## src/logic/rv_pkg.sv

```systemverilog
// RV32I integer core definitions
// data and register types, opcode and ALU encodings, the stage structs
// and the immediate decoder shared by the three pipeline stages
package rv_pkg;

    // one architectural data word, used for register values, operands and results
    typedef logic [31:0] xlen_t;

    // register number as it appears in the rd, rs1 and rs2 fields
    typedef logic [4:0] reg_idx_t;

    // major opcodes this core accepts, low two bits are always 11 for 32-bit words
    typedef enum logic [6:0] {
        OPC_OP     = 7'b0110011,
        OPC_OP_IMM = 7'b0010011,
        OPC_LUI    = 7'b0110111
    } opcode_e;

    // funct3 codes, shared by the register and immediate forms
    localparam logic [2:0] F3_ADDSUB = 3'b000;
    localparam logic [2:0] F3_SLL    = 3'b001;
    localparam logic [2:0] F3_SLT    = 3'b010;
    localparam logic [2:0] F3_SLTU   = 3'b011;
    localparam logic [2:0] F3_XOR    = 3'b100;
    localparam logic [2:0] F3_SR     = 3'b101;
    localparam logic [2:0] F3_OR     = 3'b110;
    localparam logic [2:0] F3_AND    = 3'b111;

    // funct7 values, the alternate one selects SUB and SRA
    localparam logic [6:0] F7_BASE = 7'b0000000;
    localparam logic [6:0] F7_ALT  = 7'b0100000;

    // operation chosen by decode and carried out in execute
    typedef enum logic [3:0] {
        ALU_ADD,
        ALU_SUB,
        ALU_SLT,
        ALU_SLTU,
        ALU_XOR,
        ALU_OR,
        ALU_AND,
        ALU_SLL,
        ALU_SRL,
        ALU_SRA,
        ALU_LUI,
        ALU_ILLEGAL
    } alu_op_e;

    // decode-to-execute payload, operands are already forwarded
    typedef struct packed {
        logic     valid;
        alu_op_e  op;
        reg_idx_t rd;
        logic     we;
        xlen_t    rs1_value;
        xlen_t    rs2_value;
        xlen_t    imm;
        logic     use_imm;
    } decoded_t;

    // one finished instruction, from the execute result up to retirement
    typedef struct packed {
        logic     valid;
        logic     illegal;
        logic     we;
        reg_idx_t rd;
        xlen_t    value;
    } retire_t;

    // LUI takes the upper twenty bits as they are, every other form here is I-type
    function automatic xlen_t decode_immediate(logic [31:0] instr);
        if (instr[6:0] == OPC_LUI) begin
            return {instr[31:12], 12'b0};
        end
        return {{20{instr[31]}}, instr[31:20]};
    endfunction

endpackage

```

## src/logic/rv_decode.sv

```systemverilog
// RV32I decode stage
// holds the instruction register, turns the word into an ALU operation,
// reads both sources from the register file or the later stages and
// loads the decode-to-execute register
`timescale 1ns/1ns

module rv_decode #(
    parameter int num_regs = 32
) (
    input  logic             clock,
    input  logic             reset,
    input  logic             instr_valid,
    input  logic [31:0]      instr_word,
    input  rv_pkg::retire_t  ex_bypass,
    input  rv_pkg::retire_t  ex_result,
    input  rv_pkg::retire_t  retire,
    output rv_pkg::decoded_t decoded
);
    import rv_pkg::*;

    // index bits that actually address the register file
    localparam int reg_bits = $clog2(num_regs);

    logic        ir_valid;
    logic [31:0] ir_word;
    xlen_t       regs [num_regs];
    logic [6:0]  opcode;
    logic [2:0]  funct3;
    logic [6:0]  funct7;
    reg_idx_t    rd;
    reg_idx_t    rs1;
    reg_idx_t    rs2;
    logic        base_ok;
    logic        rs2_used;
    logic        range_ok;
    alu_op_e     op;
    decoded_t    de_next;

    // a stage only forwards a value that it will really write
    function automatic logic hits(retire_t src, reg_idx_t idx);
        return src.valid && src.we && src.rd == idx;
    endfunction

    // newest producer first, since it overwrites what the older ones wrote
    function automatic xlen_t read_operand(reg_idx_t idx);
        if (hits(ex_bypass, idx)) return ex_bypass.value;
        if (hits(ex_result, idx)) return ex_result.value;
        if (hits(retire, idx)) return retire.value;
        // x0 reads as zero and is never stored
        if (idx == '0 || int'(idx) >= num_regs) return '0;
        return regs[idx[reg_bits-1:0]];
    endfunction

    // the word arrives with no handshake, so every valid cycle loads it
    always_ff @(posedge clock) begin
        if (reset) begin
            ir_valid <= 1'b0;
        end else begin
            ir_valid <= instr_valid;
        end
        if (instr_valid) begin
            ir_word <= instr_word;
        end
    end

    always_comb begin
        opcode = ir_word[6:0];
        rd     = ir_word[11:7];
        funct3 = ir_word[14:12];
        rs1    = ir_word[19:15];
        rs2    = ir_word[24:20];
        funct7 = ir_word[31:25];
        // in the immediate form the funct7 field is part of the immediate
        base_ok  = opcode == OPC_OP_IMM || funct7 == F7_BASE;
        rs2_used = opcode == OPC_OP;

        op = ALU_ILLEGAL;
        if (opcode == OPC_LUI) begin
            op = ALU_LUI;
        end else if (opcode == OPC_OP || opcode == OPC_OP_IMM) begin
            case (funct3)
                F3_ADDSUB: begin
                    // there is no SUBI, so funct7 only matters in the register form
                    if (base_ok) op = ALU_ADD;
                    else if (funct7 == F7_ALT) op = ALU_SUB;
                end
                F3_SLT:  if (base_ok) op = ALU_SLT;
                F3_SLTU: if (base_ok) op = ALU_SLTU;
                F3_XOR:  if (base_ok) op = ALU_XOR;
                F3_OR:   if (base_ok) op = ALU_OR;
                F3_AND:  if (base_ok) op = ALU_AND;
                // shift immediates keep funct7 as a real field
                F3_SLL:  if (funct7 == F7_BASE) op = ALU_SLL;
                F3_SR: begin
                    if (funct7 == F7_BASE) op = ALU_SRL;
                    else if (funct7 == F7_ALT) op = ALU_SRA;
                end
                default: op = ALU_ILLEGAL;
            endcase
        end

        // a reduced register file rejects any register it does not have
        range_ok = int'(rd) < num_regs
            && (opcode == OPC_LUI || int'(rs1) < num_regs)
            && (!rs2_used || int'(rs2) < num_regs);
        if (!range_ok) op = ALU_ILLEGAL;

        de_next.valid     = ir_valid;
        de_next.op        = op;
        de_next.rd        = rd;
        de_next.we        = op != ALU_ILLEGAL && rd != '0;
        de_next.rs1_value = read_operand(rs1);
        de_next.rs2_value = read_operand(rs2);
        de_next.imm       = decode_immediate(ir_word);
        de_next.use_imm   = opcode != OPC_OP;
    end

    // the retire port is the only writer of the register file
    always_ff @(posedge clock) begin
        if (retire.valid && retire.we) begin
            regs[retire.rd[reg_bits-1:0]] <= retire.value;
        end
    end

    // only the valid bit needs clearing, the payload follows it
    always_ff @(posedge clock) begin
        decoded <= de_next;
        if (reset) begin
            decoded.valid <= 1'b0;
        end
    end

    // the write enable built here must keep x0 out of the file two stages later
    a_no_x0_write: assert property (@(posedge clock) disable iff (reset)
        retire.valid && retire.we |-> retire.rd != '0);

endmodule

```

## src/logic/rv_execute.sv

```systemverilog
// RV32I execute stage
// runs the ALU on the forwarded operands, offers the result straight back
// to decode and registers it for the result stage
`timescale 1ns/1ns

module rv_execute (
    input  logic             clock,
    input  logic             reset,
    input  rv_pkg::decoded_t decoded,
    output rv_pkg::retire_t  ex_bypass,
    output rv_pkg::retire_t  ex_result
);
    import rv_pkg::*;

    xlen_t      operand_a;
    xlen_t      operand_b;
    logic [4:0] shamt;
    xlen_t      alu_out;

    always_comb begin
        operand_a = decoded.rs1_value;
        // SUB only decodes from the register form, so it always sees rs2 here
        operand_b = decoded.use_imm ? decoded.imm : decoded.rs2_value;
        // shifts use only the low five bits of rs2 or of the immediate
        shamt = operand_b[4:0];

        case (decoded.op)
            ALU_ADD:  alu_out = operand_a + operand_b;
            ALU_SUB:  alu_out = operand_a - operand_b;
            ALU_SLT:  alu_out = {31'b0, $signed(operand_a) < $signed(operand_b)};
            ALU_SLTU: alu_out = {31'b0, operand_a < operand_b};
            ALU_XOR:  alu_out = operand_a ^ operand_b;
            ALU_OR:   alu_out = operand_a | operand_b;
            ALU_AND:  alu_out = operand_a & operand_b;
            ALU_SLL:  alu_out = operand_a << shamt;
            ALU_SRL:  alu_out = operand_a >> shamt;
            ALU_SRA:  alu_out = xlen_t'($signed(operand_a) >>> shamt);
            ALU_LUI:  alu_out = decoded.imm;
            // an illegal word reports zero and writes nothing
            default:  alu_out = '0;
        endcase

        // this is the newest forwarding source seen by decode
        ex_bypass.valid   = decoded.valid;
        ex_bypass.illegal = decoded.op == ALU_ILLEGAL;
        ex_bypass.we      = decoded.we;
        ex_bypass.rd      = decoded.rd;
        ex_bypass.value   = alu_out;
    end

    // execute-to-result register, the value is forwarded from here as well
    always_ff @(posedge clock) begin
        ex_result <= ex_bypass;
        if (reset) begin
            ex_result.valid <= 1'b0;
        end
    end

    // decode must never hand an illegal operation a write enable
    a_illegal_no_we: assert property (@(posedge clock) disable iff (reset)
        decoded.valid && decoded.op == ALU_ILLEGAL |-> !decoded.we);

endmodule

```

## src/logic/rv_result.sv

```systemverilog
// RV32I result stage
// last pipeline register whose output both writes the register file and
// reports the retired instruction
`timescale 1ns/1ns

module rv_result (
    input  logic            clock,
    input  logic            reset,
    input  rv_pkg::retire_t ex_result,
    output rv_pkg::retire_t retire
);

    // one register feeds the register file write and the retire port,
    // so what is observed outside is exactly what was written
    always_ff @(posedge clock) begin
        retire <= ex_result;
        // after reset nothing retires until a real instruction arrives
        if (reset) begin
            retire.valid <= 1'b0;
        end
    end

    // an illegal word must reach retirement with its write suppressed
    a_illegal_retire: assert property (@(posedge clock) disable iff (reset)
        retire.valid && retire.illegal |-> !retire.we);

endmodule

```

## src/logic/rv_core.sv

```systemverilog
// RV32I three-stage integer core
// decode, execute and result stages in a row, one instruction word accepted
// per cycle and every instruction reported on the retire port three cycles later
`timescale 1ns/1ns

module rv_core #(
    parameter int num_regs = 32
) (
    input  logic            clock,
    input  logic            reset,
    input  logic            instr_valid,
    input  logic [31:0]     instr_word,
    output rv_pkg::retire_t retire
);
    import rv_pkg::*;

    // decode-to-execute register
    decoded_t decoded;
    // combinational execute result, newest forwarding source
    retire_t  ex_bypass;
    // execute-to-result register
    retire_t  ex_result;

    // the retire port doubles as the register file write and oldest bypass
    rv_decode #(
        .num_regs    (num_regs)
    ) i_decode (
        .clock       (clock),
        .reset       (reset),
        .instr_valid (instr_valid),
        .instr_word  (instr_word),
        .ex_bypass   (ex_bypass),
        .ex_result   (ex_result),
        .retire      (retire),
        .decoded     (decoded)
    );

    rv_execute i_execute (
        .clock       (clock),
        .reset       (reset),
        .decoded     (decoded),
        .ex_bypass   (ex_bypass),
        .ex_result   (ex_result)
    );

    rv_result i_result (
        .clock       (clock),
        .reset       (reset),
        .ex_result   (ex_result),
        .retire      (retire)
    );

endmodule

```

## config.mk

```make
export PLATFORM = sky130hd
export DESIGN_NAME = rv_core
export DESIGN_NICKNAME = d
export VERILOG_FILES = /design/src/logic/rv_pkg.sv /design/src/logic/rv_decode.sv /design/src/logic/rv_execute.sv /design/src/logic/rv_result.sv /design/src/logic/rv_core.sv
export SDC_FILE = /design/constraint.sdc
export NUM_CORES = 2
export LEC_CHECK = 0
export BUFFER_PORTS_ARGS = -buffer_cell sky130_fd_sc_hd__buf_2
export CAP_MARGIN = 20
export CORE_MARGIN = 2
export CORE_UTILIZATION = 28
export CTS_CLUSTER_DIAMETER = 60
export DETAILED_ROUTE_END_ITERATION = 12
export PLACE_DENSITY = 0.47
export SETUP_SLACK_MARGIN = 0.5
export SYNTH_ARGS = -nofsm -noshare
export SYNTH_HDL_FRONTEND = slang
export SYNTH_HIERARCHICAL = 1
export SYNTH_SLANG_ARGS = --single-unit
```

## constraint.sdc

```tcl
create_clock -name clock -period 10.47 [get_ports clock]
set_input_delay 1.047 -clock clock [delete_from_list [all_inputs] [get_ports clock]]
set_output_delay 1.047 -clock clock [all_outputs]
set_load 0.01 [all_outputs]
```

==> impl_metrics.yaml <==
run_status:
  outcome: "complete, no violations"
timing:
  hold_violations: 0
  rsz0062_at_grt: "false"
  fin_ws_ps: 4850
  fin_crit_ps: 5620
  worst_pin_slew_ps: 1100
  relSlewSlack: 0.260
  setup-violations-final: 0
  skew_ps: 36.1
  whs_ps: 331
  setup_tns_ps: 0
  min_period_over_period: 0.537
  slew_violations: 0
  max_freq_mhz: 178
worst_hold_path:
  hold_path_class: "reg2reg"
  min_path_cells: 0
finish:
  nNetsFinal: 4401
  fin_util: 0.319
  regArea_um2: 35700
  drive_gt1_frac: 0.251
  nFillCells: 22300
  multi_input_area_um2: 27000
  final_cells: 7407
  area_growth_pct: 13.5
synthesis:
  synth_cell_type_count: 93
  ys_seq_area_frac: 0.554
  yosys_warnings: 6
  yosys.area.top_type: "edfxtp_1"
  synthTopCellsByArea: "edfxtp_1 (49%), mux4_2 (19%), dfxtp_1 (6.2%), mux2i_1 (3.2%), ha_1 (1.9%)"
  synth_area_per_cell_um2: 15.1
  synthFlopType: "edfxtp_1"
  syn_area_um2: 64400
  synth_cells: 4257
  syn_nets: 4392
  ys_ff_latch: 1255
  synth_top_area_frac: 0.492
  async_flop_share: 0
  synth_edf_count: 1056
floorplanning:
  core_area_um2: 229000
  die_h_um: 484
  initial_core_util: 0.281
  rows: 176
  io_pins: 75
  dieWidth_um: 484
  dieArea_um2: 234000
worst_setup_path:
  r2r_cells: 15
  critPathCaptureType: "flip-flop"
  cp_max_fo: 49
  crit_end: "i_decode/decoded[57]"
  regToRegSetupSlack_ps: 4850
  reg2reg_to: "i_decode/decoded[57]"
  rr_startpoint: "i_decode/decoded[0]"
  crit_required_ps: 11190
  crit_type: "reg2reg"
  crit_start: "i_decode/decoded[0]"
  startpoint_type: "flip-flop"
  critPathArrivalTime_ps: 6340
clock_tree:
  clk_path_buf_depth: 3
  cts_resized: 0
  cts_buffers: 142
  insertion_delay_ps: 810
  post_cts_buffers: 0
  cts_tree: "yes"
  cts_hold_buf: 0
  cts.sinks: 1255
  h-tree-depth: 4
  clk_pin_slew_ps: 60
  cts_root_buf: "clkbuf_16"
pwr:
  p_int_mw: 9.17
  seqPwrFrac: 0.449
  p_clk_frac: 0.398
  swShare: 0.280
  peakVddDrop_mv: 0.164
  p_switching_mw: 3.56
  p_comb_frac: 0.153
  power.leakage_nw: 23.4
  power_density_nw_per_um2: 174
routing:
  drt_wl_total_um: 241000
  avgRoutedWirePerCell_um: 32.5
  drc_errors: 0
  antenna_left: 0
  firstDrtPassIters: 6
  routed_via_density: 5.68
  drt_iter0_markers: 4779
  num_vias: 42100
placement:
  dp_cells: 7148
  dp_slack_ps: 4850
  post-dp-hpwl_um: 154000
  port_buffers: 74
  gp_congestion: 1.00
global_routing:
  grt_use_total: 0.202
  grt_remaining_overflow: 0
  grt_pass1_wl_um: 339000
  grt_max_degree: 104
  antenna_found_initial: 12
  grt_pass1_vias: 42200
job:
  max_cap_violations: 0
[flip-flops by register name, indices dropped and copies added, names as in the netlist, named ones only]
register / flops
i_decode/decoded: 108
i_decode/ir_valid: 1
i_decode/ir_word: 32
i_decode/regs: 1024
i_execute/ex_result: 40
i_result/retire: 40
[power groups by stage]
| stage | sequential, mW | clock, mW | combinational [mW] |
|---|---|---|---|
| after floorplan | 5.69 | 0 | 1.35 |
| after global placement | 5.82 | 0 | 1.94 |
| after detailed placement | 5.82 | 0 | 1.92 |
| after CTS | 5.71 | 5.19 | 1.93 |
| after global routing | 5.72 | 5.36 | 2.07 |
| final | 5.72 | 5.07 | 1.94 |
[routing by layer]
metal	up-vias	track usage	routed length (um)
li1	17400	-	-
met5	-	0	47
met2	1750	0.319	111000
met4	6	0.0878	11200
met1	22600	0.275	103000
met3	327	0.0322	14900
[Yosys cell counts, types with 42 or more instances]
cell type     n
o211ai_1     49
a221oi_1     44
ha_1         98
inv_1        89
mux4_2      531
clkbuf_1    179
edfxtp_1   1056
a22oi_1     115
dfxtp_1     199
mux2_2       43
o21ai_0     102
mux2i_1     205
mux4_1       45
buf_2        92
o2111ai_1    42
nand3_1      42
nand2_1     286
nor2_1      244
a21oi_1     125
o22ai_1      82
[cells by family (layout without fill, tap and decap cells)]
group / count (synthesis) / count (layout) / synth area share
compound gates: 824 / 824 / 0.0901
fa+ha+maj: 100 / 100 / 0.0197
simple gates: 747 / 747 / 0.0513
xor+xnor: 54 / 54 / 0.00734
buf+inv: 450 / 571 / 0.0329
flops: 1255 / 1255 / 0.554
mux: 827 / 827 / 0.244
other cells: 0 / 3 / 0
[layout by cell type, fill, tap and decap left out, types with 29 or more instances in the layout]
cell type  instances
a21o_1            36
buf_2             74
a41oi_1           33
xnor2_1           30
nor2b_1           35
nand2_1          285
clkbuf_16        147
mux4_2           531
o21ai_0          102
mux2i_1          204
o2111ai_1         42
ha_1              98
dfxtp_1          188
edfxtp_1        1056
o22ai_1           82
a22oi_1          115
nand3_1           42
nor2_4            34
buf_4            136
mux2_2            43
o211ai_1          49
a21oi_1          125
mux4_1            45
a221oi_1          44
nor2_1           209
inv_1             89
clkbuf_1          29
nor3_1            33
[layout make-up]
cell class,instances,share of cell area
antenna,3,0.000103
clock buffer,184,0.0532
clock inverter,72,0.0111
inverter,98,0.00507
multi-input combinational,2552,0.369
sequential,1255,0.489
tap,3026,0.0518
timing repair buffer,217,0.0210
[worst min path at each step]
stage / startpoint / end / slack (ps)
5_1_grt: i_execute/ex_result[38] / i_result/retire[38] / 350
4_1_cts: i_execute/ex_result[38] / i_result/retire[38] / 340
3_5_place_dp: i_execute/ex_result[38] / i_result/retire[38] / 320
2_1_floorplan: i_execute/ex_result[38] / i_result/retire[38] / 310
6_report: i_execute/ex_result[38] / i_result/retire[38] / 330
3_3_place_gp: i_execute/ex_result[38] / i_result/retire[38] / 320
[stage by stage]
stage                     power [mW]  cell area [um^2]
final                           12.7             73100
after global routing            13.2             73100
after CTS                       12.8             73100
after detailed placement        7.74             68400
after global placement          7.76             68400
after floorplan                 7.03             64400
[worst max-delay path: stages (launching register included)]
cell,delay (ps)
dfxtp_2,320
buf_4,590
mux2i_4,730
buf_4,650
fa_1,360
and2b_1,210
o211ai_1,240
a31o_1,290
o21ai_1,180
a311oi_1,700
o21ai_0,180
a21boi_0,170
xnor2_1,190
o221ai_1,330
o22ai_1,150
a41oi_1,220
(Power assumes the default switching activity.)
